File: config.mk
export PLATFORM = sky130hd
export DESIGN_NAME = u2_ctrl_top
export DESIGN_NICKNAME = d
export VERILOG_FILES = /design/src/rtl/u2_ctrl_pkg.sv /design/src/rtl/wb_bus_if.sv /design/src/rtl/control_regs.sv /design/src/rtl/pic.sv /design/src/rtl/readback_mux.sv /design/src/rtl/settings_bus.sv /design/src/rtl/simple_timer.sv /design/src/rtl/u2_ctrl_top.sv /design/src/rtl/wb_slave_decode.sv
export SDC_FILE = /design/constraint.sdc
export NUM_CORES = 1
export LEC_CHECK = 0
export CORE_MARGIN = 2
export CORE_UTILIZATION = 39
export CTS_CLUSTER_DIAMETER = 60
export DETAILED_ROUTE_END_ITERATION = 7
export DONT_BUFFER_PORTS = 1
export GPL_TIMING_DRIVEN = 0
export REMOVE_ABC_BUFFERS = 1
export SYNTH_ARGS = -nofsm -noshare
export SYNTH_HDL_FRONTEND = slang
export SYNTH_HIERARCHICAL = 1
export SYNTH_SLANG_ARGS = --single-unit
File: constraint.sdc
create_clock -name wb_clk -period 2.65 [get_ports wb_clk]
set_input_delay 0.3975 -clock wb_clk [delete_from_list [all_inputs] [get_ports wb_clk]]
set_output_delay 0.3975 -clock wb_clk [all_outputs]
set_load 0.1 [all_outputs]
File: src/rtl/u2_ctrl_pkg.sv
////////////////////
// Control plane package
// Bus widths, address map and setting-register numbers
////////////////////

package u2_ctrl_pkg;

   typedef logic [15:0] wb_addr_t;
   typedef logic [31:0] wb_data_t;
   typedef logic [7:0]  set_addr_t;
   typedef logic [7:0]  irq_vec_t;
   typedef logic [7:0]  led_t;

   ////////////////////
   // Address map
   // Slot field selects the slave, word offset sits in bits 5:2
   localparam int SLOT_LSB = 8;
   localparam int SLOT_W   = 4;
   localparam int OFF_LSB  = 2;
   localparam int OFF_W    = 4;
   // Settings address is adr[7:2], top two bits come from adr[13:12]
   // so all 256 registers fit above and below the slot field
   localparam int SET_HI_LSB = 12;

   localparam logic [SLOT_W-1:0] SLOT_READBACK = 4'd5;
   localparam logic [SLOT_W-1:0] SLOT_SETTINGS = 4'd7;
   localparam logic [SLOT_W-1:0] SLOT_PIC      = 4'd8;

   ////////////////////
   // Setting registers
   localparam set_addr_t SR_CLOCK    = 8'd0;
   localparam set_addr_t SR_SERDES   = 8'd1;
   localparam set_addr_t SR_ADC      = 8'd2;
   localparam set_addr_t SR_LED      = 8'd3;
   localparam set_addr_t SR_PHY      = 8'd4;
   localparam set_addr_t SR_LED_SRC  = 8'd8;
   localparam set_addr_t SR_SIMTIMER = 8'd198;

   localparam led_t     LED_SRC_RESET = 8'h1E;
   localparam wb_data_t COMPAT_NUM    = 32'd3;

   // Readback words and pic registers
   localparam logic [OFF_W-1:0] RB_SIM_CLKDIV = 4'd9;
   localparam logic [OFF_W-1:0] RB_COMPAT     = 4'd12;
   localparam logic [OFF_W-1:0] RB_IRQ        = 4'd13;
   localparam logic [OFF_W-1:0] RB_CYCLES     = 4'd15;
   localparam logic [OFF_W-1:0] PIC_MASK      = 4'd0;
   localparam logic [OFF_W-1:0] PIC_PENDING   = 4'd1;

   // Interrupt bit positions
   localparam int IRQ_ONETIME     = 0;
   localparam int IRQ_PERIODIC    = 1;
   localparam int IRQ_PHY         = 2;
   localparam int IRQ_CLK_STATUS  = 3;
   localparam int IRQ_SERDES_LINK = 4;

endpackage

File: src/rtl/wb_bus_if.sv
////////////////////
// Wishbone slave link between the decoder and one slave
////////////////////

interface wb_bus_if
   import u2_ctrl_pkg::*;
();

   logic     cyc;
   logic     stb;
   logic     we;
   wb_addr_t adr;
   wb_data_t dat_w;
   wb_data_t dat_r;
   logic     ack;

   modport master (
      output cyc, stb, we, adr, dat_w,
      input  dat_r, ack
   );

   modport slave (
      input  cyc, stb, we, adr, dat_w,
      output dat_r, ack
   );

endinterface

File: src/rtl/control_regs.sv
////////////////////
// Control pin registers and LED source mux
////////////////////

module control_regs
   import u2_ctrl_pkg::*;
(
   input  logic      wb_clk,
   input  logic      wb_rst,
   input  logic      set_stb_i,
   input  set_addr_t set_addr_i,
   input  wb_data_t  set_data_i,
   input  logic      clk_status_i,
   input  logic      serdes_link_up_i,
   input  logic      run_rx_i,
   input  logic      run_tx_i,
   output led_t      leds_o,
   output logic      clock_ready_o,
   output logic [1:0] clk_en_o,
   output logic [1:0] clk_sel_o,
   output logic      ser_enable_o,
   output logic      ser_prbsen_o,
   output logic      ser_loopen_o,
   output logic      ser_rx_en_o,
   output logic      adc_oe_a_o,
   output logic      adc_on_a_o,
   output logic      adc_oe_b_o,
   output logic      adc_on_b_o,
   output logic      phy_reset_n_o
);

   // Only the low bits of each byte reach a pin
   logic [4:0] clock_q;
   logic [3:0] serdes_q;
   logic [3:0] adc_q;
   logic       phy_reset_q;
   led_t       led_sw_q;
   led_t       led_src_q;
   led_t       led_hw;

   always_ff @(posedge wb_clk) begin
      if (wb_rst) begin
         clock_q     <= '0;
         serdes_q    <= '0;
         adc_q       <= '0;
         phy_reset_q <= 1'b0;
         led_sw_q    <= '0;
         led_src_q   <= LED_SRC_RESET;
      end else if (set_stb_i) begin
         case (set_addr_i)
            SR_CLOCK:   clock_q     <= set_data_i[4:0];
            SR_SERDES:  serdes_q    <= set_data_i[3:0];
            SR_ADC:     adc_q       <= set_data_i[3:0];
            SR_LED:     led_sw_q    <= set_data_i[7:0];
            SR_PHY:     phy_reset_q <= set_data_i[0];
            SR_LED_SRC: led_src_q   <= set_data_i[7:0];
            default: ;
         endcase
      end
   end

   assign {clock_ready_o, clk_en_o, clk_sel_o} = clock_q;
   assign {ser_enable_o, ser_prbsen_o, ser_loopen_o, ser_rx_en_o} = serdes_q;
   assign {adc_oe_a_o, adc_on_a_o, adc_oe_b_o, adc_on_b_o} = adc_q;
   assign phy_reset_n_o = ~phy_reset_q;

   // Source bit 1 shows hardware status, 0 shows the software value
   assign led_hw = {3'b000, run_tx_i, run_rx_i, clk_status_i, serdes_link_up_i, 1'b0};
   assign leds_o = (led_src_q & led_hw) | (~led_src_q & led_sw_q);

endmodule

File: src/rtl/pic.sv
////////////////////
// Interrupt controller
// Rising-edge pending bits, mask, write-one-to-clear
////////////////////

module pic
   import u2_ctrl_pkg::*;
(
   input  logic     wb_clk,
   input  logic     wb_rst,
   wb_bus_if.slave  bus,
   input  irq_vec_t irq_i,
   output logic     int_o
);

   irq_vec_t          mask_q;
   irq_vec_t          pending_q;
   irq_vec_t          irq_d;
   irq_vec_t          rise;
   irq_vec_t          clr;
   logic              access;
   logic [OFF_W-1:0]  word;

   assign access = bus.cyc & bus.stb & ~bus.ack;
   assign word   = bus.adr[OFF_LSB +: OFF_W];
   assign rise   = irq_i & ~irq_d;
   assign clr    = (access && bus.we && word == PIC_PENDING) ? bus.dat_w[7:0] : '0;

   // Tracks the pins through reset so no edge appears when it ends
   always_ff @(posedge wb_clk) begin
      irq_d <= irq_i;
   end

   always_ff @(posedge wb_clk) begin
      if (wb_rst) begin
         mask_q    <= '0;
         pending_q <= '0;
         bus.ack   <= 1'b0;
         int_o     <= 1'b0;
      end else begin
         bus.ack <= access;
         if (access && bus.we && word == PIC_MASK) begin
            mask_q <= bus.dat_w[7:0];
         end
         // A new edge wins over a clear in the same cycle
         pending_q <= (pending_q & ~clr) | rise;
         int_o     <= |(pending_q & mask_q);
      end
   end

   always_ff @(posedge wb_clk) begin
      if (access) begin
         case (word)
            PIC_MASK:    bus.dat_r <= {24'b0, mask_q};
            PIC_PENDING: bus.dat_r <= {24'b0, pending_q};
            default:     bus.dat_r <= '0;
         endcase
      end
   end

endmodule

File: src/rtl/readback_mux.sv
////////////////////
// Readback words and free-running cycle counter
////////////////////

module readback_mux
   import u2_ctrl_pkg::*;
(
   input  logic       wb_clk,
   input  logic       wb_rst,
   wb_bus_if.slave    bus,
   input  irq_vec_t   irq_i,
   input  logic       sim_mode_i,
   input  logic [3:0] clock_divider_i
);

   wb_data_t         cycle_count;
   logic             access;
   logic [OFF_W-1:0] word;

   assign access = bus.cyc & bus.stb & ~bus.ack;
   assign word   = bus.adr[OFF_LSB +: OFF_W];

   always_ff @(posedge wb_clk) begin
      if (wb_rst) begin
         cycle_count <= '0;
         bus.ack     <= 1'b0;
      end else begin
         cycle_count <= cycle_count + 1'b1;
         bus.ack     <= access;
      end
   end

   always_ff @(posedge wb_clk) begin
      if (access) begin
         case (word)
            RB_SIM_CLKDIV: bus.dat_r <= {sim_mode_i, 27'b0, clock_divider_i};
            RB_COMPAT:     bus.dat_r <= COMPAT_NUM;
            RB_IRQ:        bus.dat_r <= {24'b0, irq_i};
            RB_CYCLES:     bus.dat_r <= cycle_count;
            default:       bus.dat_r <= '0;
         endcase
      end
   end

endmodule

File: src/rtl/settings_bus.sv
////////////////////
// Settings bus
// Turns Wishbone writes into strobe, address and data
////////////////////

module settings_bus
   import u2_ctrl_pkg::*;
(
   input  logic      wb_clk,
   input  logic      wb_rst,
   wb_bus_if.slave   bus,
   output logic      set_stb_o,
   output set_addr_t set_addr_o,
   output wb_data_t  set_data_o
);

   logic access;

   assign access = bus.cyc & bus.stb & ~bus.ack;

   always_ff @(posedge wb_clk) begin
      if (wb_rst) begin
         bus.ack   <= 1'b0;
         set_stb_o <= 1'b0;
      end else begin
         bus.ack   <= access;
         set_stb_o <= access & bus.we;
      end
   end

   // Address and data only need to be right while the strobe is high
   always_ff @(posedge wb_clk) begin
      if (access && bus.we) begin
         set_addr_o <= {bus.adr[SET_HI_LSB +: 2], bus.adr[7:OFF_LSB]};
         set_data_o <= bus.dat_w;
      end
   end

   assign bus.dat_r = '0;

endmodule

File: src/rtl/simple_timer.sv
////////////////////
// One-shot and periodic interrupt timer
// Programmed through the settings bus
////////////////////

module simple_timer
   import u2_ctrl_pkg::*;
(
   input  logic      wb_clk,
   input  logic      wb_rst,
   input  logic      set_stb_i,
   input  set_addr_t set_addr_i,
   input  wb_data_t  set_data_i,
   output logic      onetime_int_o,
   output logic      periodic_int_o
);

   wb_data_t onetime_cnt;
   wb_data_t period;
   wb_data_t periodic_cnt;
   logic     load_onetime;
   logic     load_periodic;

   assign load_onetime  = set_stb_i && (set_addr_i == SR_SIMTIMER);
   assign load_periodic = set_stb_i && (set_addr_i == SR_SIMTIMER + 8'd1);

   always_ff @(posedge wb_clk) begin
      if (wb_rst) begin
         onetime_cnt  <= '0;
         period       <= '0;
         periodic_cnt <= '0;
      end else begin
         // One-shot counts down to zero and then stays idle
         if (load_onetime) begin
            onetime_cnt <= set_data_i;
         end else if (onetime_cnt != '0) begin
            onetime_cnt <= onetime_cnt - 1'b1;
         end

         if (load_periodic) begin
            period       <= set_data_i;
            periodic_cnt <= set_data_i;
         end else if (period != '0) begin
            periodic_cnt <= (periodic_cnt == 32'd1) ? period : periodic_cnt - 1'b1;
         end
      end
   end

   // Pulse on the last count, N cycles after the load
   assign onetime_int_o  = (onetime_cnt == 32'd1);
   assign periodic_int_o = (period != '0) && (periodic_cnt == 32'd1);

endmodule

File: src/rtl/u2_ctrl_top.sv
////////////////////
// Control plane top level
// Decoder, settings, LEDs, timer, pic and readback
////////////////////

module u2_ctrl_top
   import u2_ctrl_pkg::*;
(
   input  logic       wb_clk,
   input  logic       wb_rst,
   input  logic       wb_cyc_i,
   input  logic       wb_stb_i,
   input  logic       wb_we_i,
   input  wb_addr_t   wb_adr_i,
   input  wb_data_t   wb_dat_i,
   output wb_data_t   wb_dat_o,
   output logic       wb_ack_o,
   output logic       wb_err_o,
   input  logic       clk_status_i,
   input  logic       serdes_link_up_i,
   input  logic       run_rx_i,
   input  logic       run_tx_i,
   input  logic       phy_int_n_i,
   input  logic       sim_mode_i,
   input  logic [3:0] clock_divider_i,
   output led_t       leds_o,
   output logic       clock_ready_o,
   output logic [1:0] clk_en_o,
   output logic [1:0] clk_sel_o,
   output logic       ser_enable_o,
   output logic       ser_prbsen_o,
   output logic       ser_loopen_o,
   output logic       ser_rx_en_o,
   output logic       adc_oe_a_o,
   output logic       adc_on_a_o,
   output logic       adc_oe_b_o,
   output logic       adc_on_b_o,
   output logic       phy_reset_n_o,
   output logic       int_o
);

   wb_bus_if set_bus ();
   wb_bus_if rb_bus ();
   wb_bus_if pic_bus ();

   logic      set_stb;
   set_addr_t set_addr;
   wb_data_t  set_data;
   logic      onetime_int;
   logic      periodic_int;
   irq_vec_t  irq;

   ////////////////////
   // Interrupt vector, PHY pin goes in raw
   assign irq[IRQ_ONETIME]     = onetime_int;
   assign irq[IRQ_PERIODIC]    = periodic_int;
   assign irq[IRQ_PHY]         = phy_int_n_i;
   assign irq[IRQ_CLK_STATUS]  = clk_status_i;
   assign irq[IRQ_SERDES_LINK] = serdes_link_up_i;
   assign irq[$bits(irq_vec_t)-1:IRQ_SERDES_LINK+1] = '0;

   wb_slave_decode u_decode (
      .wb_clk   (wb_clk),
      .wb_rst   (wb_rst),
      .wb_cyc_i (wb_cyc_i),
      .wb_stb_i (wb_stb_i),
      .wb_we_i  (wb_we_i),
      .wb_adr_i (wb_adr_i),
      .wb_dat_i (wb_dat_i),
      .wb_dat_o (wb_dat_o),
      .wb_ack_o (wb_ack_o),
      .wb_err_o (wb_err_o),
      .set_bus  (set_bus.master),
      .rb_bus   (rb_bus.master),
      .pic_bus  (pic_bus.master)
   );

   settings_bus u_settings (
      .wb_clk     (wb_clk),
      .wb_rst     (wb_rst),
      .bus        (set_bus.slave),
      .set_stb_o  (set_stb),
      .set_addr_o (set_addr),
      .set_data_o (set_data)
   );

   control_regs u_ctrl (
      .wb_clk           (wb_clk),
      .wb_rst           (wb_rst),
      .set_stb_i        (set_stb),
      .set_addr_i       (set_addr),
      .set_data_i       (set_data),
      .clk_status_i     (clk_status_i),
      .serdes_link_up_i (serdes_link_up_i),
      .run_rx_i         (run_rx_i),
      .run_tx_i         (run_tx_i),
      .leds_o           (leds_o),
      .clock_ready_o    (clock_ready_o),
      .clk_en_o         (clk_en_o),
      .clk_sel_o        (clk_sel_o),
      .ser_enable_o     (ser_enable_o),
      .ser_prbsen_o     (ser_prbsen_o),
      .ser_loopen_o     (ser_loopen_o),
      .ser_rx_en_o      (ser_rx_en_o),
      .adc_oe_a_o       (adc_oe_a_o),
      .adc_on_a_o       (adc_on_a_o),
      .adc_oe_b_o       (adc_oe_b_o),
      .adc_on_b_o       (adc_on_b_o),
      .phy_reset_n_o    (phy_reset_n_o)
   );

   simple_timer u_timer (
      .wb_clk         (wb_clk),
      .wb_rst         (wb_rst),
      .set_stb_i      (set_stb),
      .set_addr_i     (set_addr),
      .set_data_i     (set_data),
      .onetime_int_o  (onetime_int),
      .periodic_int_o (periodic_int)
   );

   pic u_pic (
      .wb_clk (wb_clk),
      .wb_rst (wb_rst),
      .bus    (pic_bus.slave),
      .irq_i  (irq),
      .int_o  (int_o)
   );

   readback_mux u_readback (
      .wb_clk          (wb_clk),
      .wb_rst          (wb_rst),
      .bus             (rb_bus.slave),
      .irq_i           (irq),
      .sim_mode_i      (sim_mode_i),
      .clock_divider_i (clock_divider_i)
   );

endmodule

File: src/rtl/wb_slave_decode.sv
////////////////////
// Wishbone one-master decoder
// Routes strobes by slot, returns err for unmapped slots
////////////////////

module wb_slave_decode
   import u2_ctrl_pkg::*;
(
   input  logic     wb_clk,
   input  logic     wb_rst,
   input  logic     wb_cyc_i,
   input  logic     wb_stb_i,
   input  logic     wb_we_i,
   input  wb_addr_t wb_adr_i,
   input  wb_data_t wb_dat_i,
   output wb_data_t wb_dat_o,
   output logic     wb_ack_o,
   output logic     wb_err_o,
   wb_bus_if.master set_bus,
   wb_bus_if.master rb_bus,
   wb_bus_if.master pic_bus
);

   logic [SLOT_W-1:0] slot;
   logic              sel_set;
   logic              sel_rb;
   logic              sel_pic;
   logic              err_q;

   assign slot    = wb_adr_i[SLOT_LSB +: SLOT_W];
   assign sel_set = (slot == SLOT_SETTINGS);
   assign sel_rb  = (slot == SLOT_READBACK);
   assign sel_pic = (slot == SLOT_PIC);

   // Shared request lines, stb gated per slot
   assign set_bus.cyc   = wb_cyc_i;
   assign set_bus.we    = wb_we_i;
   assign set_bus.adr   = wb_adr_i;
   assign set_bus.dat_w = wb_dat_i;
   assign set_bus.stb   = wb_stb_i & sel_set;

   assign rb_bus.cyc   = wb_cyc_i;
   assign rb_bus.we    = wb_we_i;
   assign rb_bus.adr   = wb_adr_i;
   assign rb_bus.dat_w = wb_dat_i;
   assign rb_bus.stb   = wb_stb_i & sel_rb;

   assign pic_bus.cyc   = wb_cyc_i;
   assign pic_bus.we    = wb_we_i;
   assign pic_bus.adr   = wb_adr_i;
   assign pic_bus.dat_w = wb_dat_i;
   assign pic_bus.stb   = wb_stb_i & sel_pic;

   assign wb_ack_o = (sel_set & set_bus.ack) | (sel_rb & rb_bus.ack) | (sel_pic & pic_bus.ack);

   always_comb begin
      case (1'b1)
         sel_set: wb_dat_o = set_bus.dat_r;
         sel_rb:  wb_dat_o = rb_bus.dat_r;
         sel_pic: wb_dat_o = pic_bus.dat_r;
         default: wb_dat_o = '0;
      endcase
   end

   // Unmapped slot answers with a one-cycle err
   always_ff @(posedge wb_clk) begin
      if (wb_rst) begin
         err_q <= 1'b0;
      end else begin
         err_q <= wb_cyc_i & wb_stb_i & ~(sel_set | sel_rb | sel_pic) & ~err_q;
      end
   end

   assign wb_err_o = err_q;

endmodule

==> summary.txt <==
GRT
  – Grt total ovfl: 0
  – Vias in the first global route: around 11000
  – Antenna violations before repair: 2
  – Largest net degree at the start of global routing: 120
  – GRT Resource Usage Total: around 20%
  – First-pass GRT wire length: about 60 mm

Worst setup path
  – Critical R2R Capture: u_timer/periodic_cnt[3]
  – Crit path from: u_timer/periodic_cnt[9]
  – Worst-path fanout max: 15
  – Reg2reg start: u_timer/periodic_cnt[9]
  – Reg2Reg Setup Slack: between 0.07 and 0.08 ns
  – Worst Setup End Kind: register
  – WP data required: roughly 3.1 ns
  – Worst Path Arrival: around 3.1 ns
  – Setup crit end: u_timer/periodic_cnt[3]
  – Critical path class: reg -> reg
  – CP startpoint kind: register
  – Worst-case reg-to-reg path depth: 6

Clocking
  – Root Driver: clkbuf_16
  – Worst skew pair latency: about 0.59 ns
  – Clk buf depth: 3
  – Num CTS Buffers: 31
  – Clock-pin slew on the worst setup and hold paths: 0.06 ns
  – CTS Sinks: between 200 and 300
  – CTS tree: done
  – H-tree levels: 1

STA
  – Final Hold Vio Count: 0
  – Final min period: between 2 and 3 ns
  – RSZ-0062 raised after global routing: no
  – # setup viols final: 0
  – Max-slew violation total from the final report: 0
  – Final Cycle Share: 97.2%
  – Worst-margin pin slew: roughly 1.2 ns
  – Layout Skew: 0.0221 ns
  – F_max: between 300 and 400 MHz
  – Final TNS setup: 0 ns
  – Slew HR: between 20% and 30%

Die
  – Rows: 70
  – Core area: approximately 0.036 mm^2
  – Die height: between 150 and 200 um
  – Starting Density: about two fifths
  – IO Pins: 120
  – Die width: 195 um
  – Die area: 0.0382 mm^2

Cells and area
  – Post-route insts no fill: about 2000
  – Layout area overhead: 13.7%
  – Nets: around 1500
  – Share of layout cells above drive strength 1: between 10% and 20%

Flow run
  – # Max-Cap Violations: 0

Placed design
  – Post-placement cell count: roughly 1800
  – Detail Placement HPWL: about 24 mm
  – Placer Congestion: 0.871
  – Port buffer count: 0

Routing
  – DRT Pass-1 Iters: 7
  – DR WL/cell: 20.0 um
  – Vias/cell: 5.77
  – Initial DRC count: about 900
  – Routed Antenna Nets: 0
  – Detailed-route wire length: 39.1 mm
  – DR DRC count: 0
  – Vias post-DR: around 11000

Synth
  – Ys Warns: 6
  – Synthesized area: between 0.01 and 0.015 mm^2
  – Post-synthesis average cell area: 9.61 um^2
  – Gate Count Post-Synth: approximately 1500

Power
  – P per Cell Area: ~700 mW/mm^2
  – VDD IR max: a little under 0.5 mV
  – Lkg Pwr: roughly 6.0 nW

Hold path
  – Worst min path class: in -> reg

Status
  – Status: finished, final reports clean
-- placed cells by master (no fill, tap or decap), types with 18 or more instances in the layout --
master	instances
dfxtp_1	188
nand2_1	117
nor2_1	96
edfxtp_1	80
mux2i_1	65
conb_1	65
a21oi_1	62
nor4_1	50
dlygate4sd3_1	49
nand2b_1	45
nor3_1	34
clkbuf_16	31
nand3_1	25
o2bb2ai_2	24
or4_1	22
buf_4	21
and2_1	21
nor2b_1	20
or3_1	20
nand4_1	20
o31ai_1	19
inv_1	18
-- metal layers --
| metal | part of all wire (%) | track usage [%] | wire (um) |
|---|---|---|---|
| met5 | 0 | 0 | 0 |
| met4 | 3.3 | 6.98 | 1300 |
| met3 | 7.6 | 4.09 | 2990 |
| met2 | 46 | 32.2 | 17900 |
| met1 | 43 | 26.2 | 16900 |
-- how the worst min path moves through the flow --
stage | from | endpoint | slack, ns | depth (start not counted)
2_1_floorplan | u_readback/bus.ack | u_readback/bus.ack | 0.42 | 1
4_1_cts | clock_divider_i[2] | u_readback/bus.dat_r[2] | 0.005 | 2
5_1_grt | wb_cyc_i | u_settings/bus.ack | 0.02 | 1
3_3_place_gp | phy_int_n_i | u_pic/irq_d[2] | 0.43 | 0
6_report | wb_cyc_i | u_readback/bus.ack | 0.03 | 2
3_5_place_dp | phy_int_n_i | u_pic/irq_d[2] | 0.43 | 0
-- power by group --
group / total, mW / internal, mW / leakage [nW] / switching, mW
clock network: 4.40 / 2.62 / 0.512 / 1.79
logic: 2.36 / 0.927 / 3.24 / 1.44
registers: 4.61 / 4.40 / 2.23 / 0.203
total: 11.4 / 7.95 / 5.98 / 3.43
-- through the flow --
stage / hold slack [ns] / setup WS (ns) / power [mW] / util [%] / instance area (um^2)
2_1_floorplan: 0.420 / -0.714 / 6.11 / - / 13200
3_3_place_gp: 0.425 / -2.39 / 7.05 / 37.8 / 13700
3_5_place_dp: 0.426 / -1.79 / 6.12 / 39.0 / 14200
4_1_cts: 0.00544 / -0.241 / 11.2 / 44.1 / 16000
5_1_grt: 0.0247 / 0.00158 / 11.9 / 44.6 / 16200
6_report: 0.0267 / 0.0738 / 11.4 / 44.7 / 16200
-- worst max-delay path, stage by stage (launching register included) --
cell	delay, ns
dfxtp_1	0.36
or4_4	0.60
or3_1	0.63
nor3_4	0.32
buf_12	0.19
a211oi_1	0.09
o41ai_2	0.28
-- state kept, by name, summed over array words and instances, names as in the netlist, 4 cells and up --
signal / cells
u_ctrl/adc_q: 4
u_ctrl/clock_q: 5
u_ctrl/led_src_q: 8
u_ctrl/led_sw_q: 8
u_ctrl/serdes_q: 4
u_pic/bus.dat_r: 8
u_pic/irq_d: 8
u_pic/mask_q: 8
u_pic/pending_q: 8
u_readback/bus.dat_r: 32
u_readback/cycle_count: 32
u_settings/set_addr_o: 8
u_settings/set_data_o: 32
u_timer/onetime_cnt: 32
u_timer/period: 32
u_timer/periodic_cnt: 32
-- layout make-up --
| cell class | count | area, um^2 |
|---|---|---|
| antenna | 3 | 7.51 |
| clock buffer | 43 | 881 |
| clock inverter | 15 | 179 |
| fill | 3428 | 20100 |
| inverter | 18 | 67.6 |
| multi-input combinational | 1057 | 7440 |
| sequential | 268 | 6170 |
| tap | 468 | 586 |
| timing repair buffer | 84 | 903 |
-- repair_timing --
item	in CTS	in global routing
cloned	4	1
pin swaps	9	6
setup buffers	8	14
hold buffers	50	0
endpoints found under the hold margin	167	0
resized for setup	26	12
endpoints found under the setup margin	106	110
Note: power is estimated with default switching activity, not from simulation.
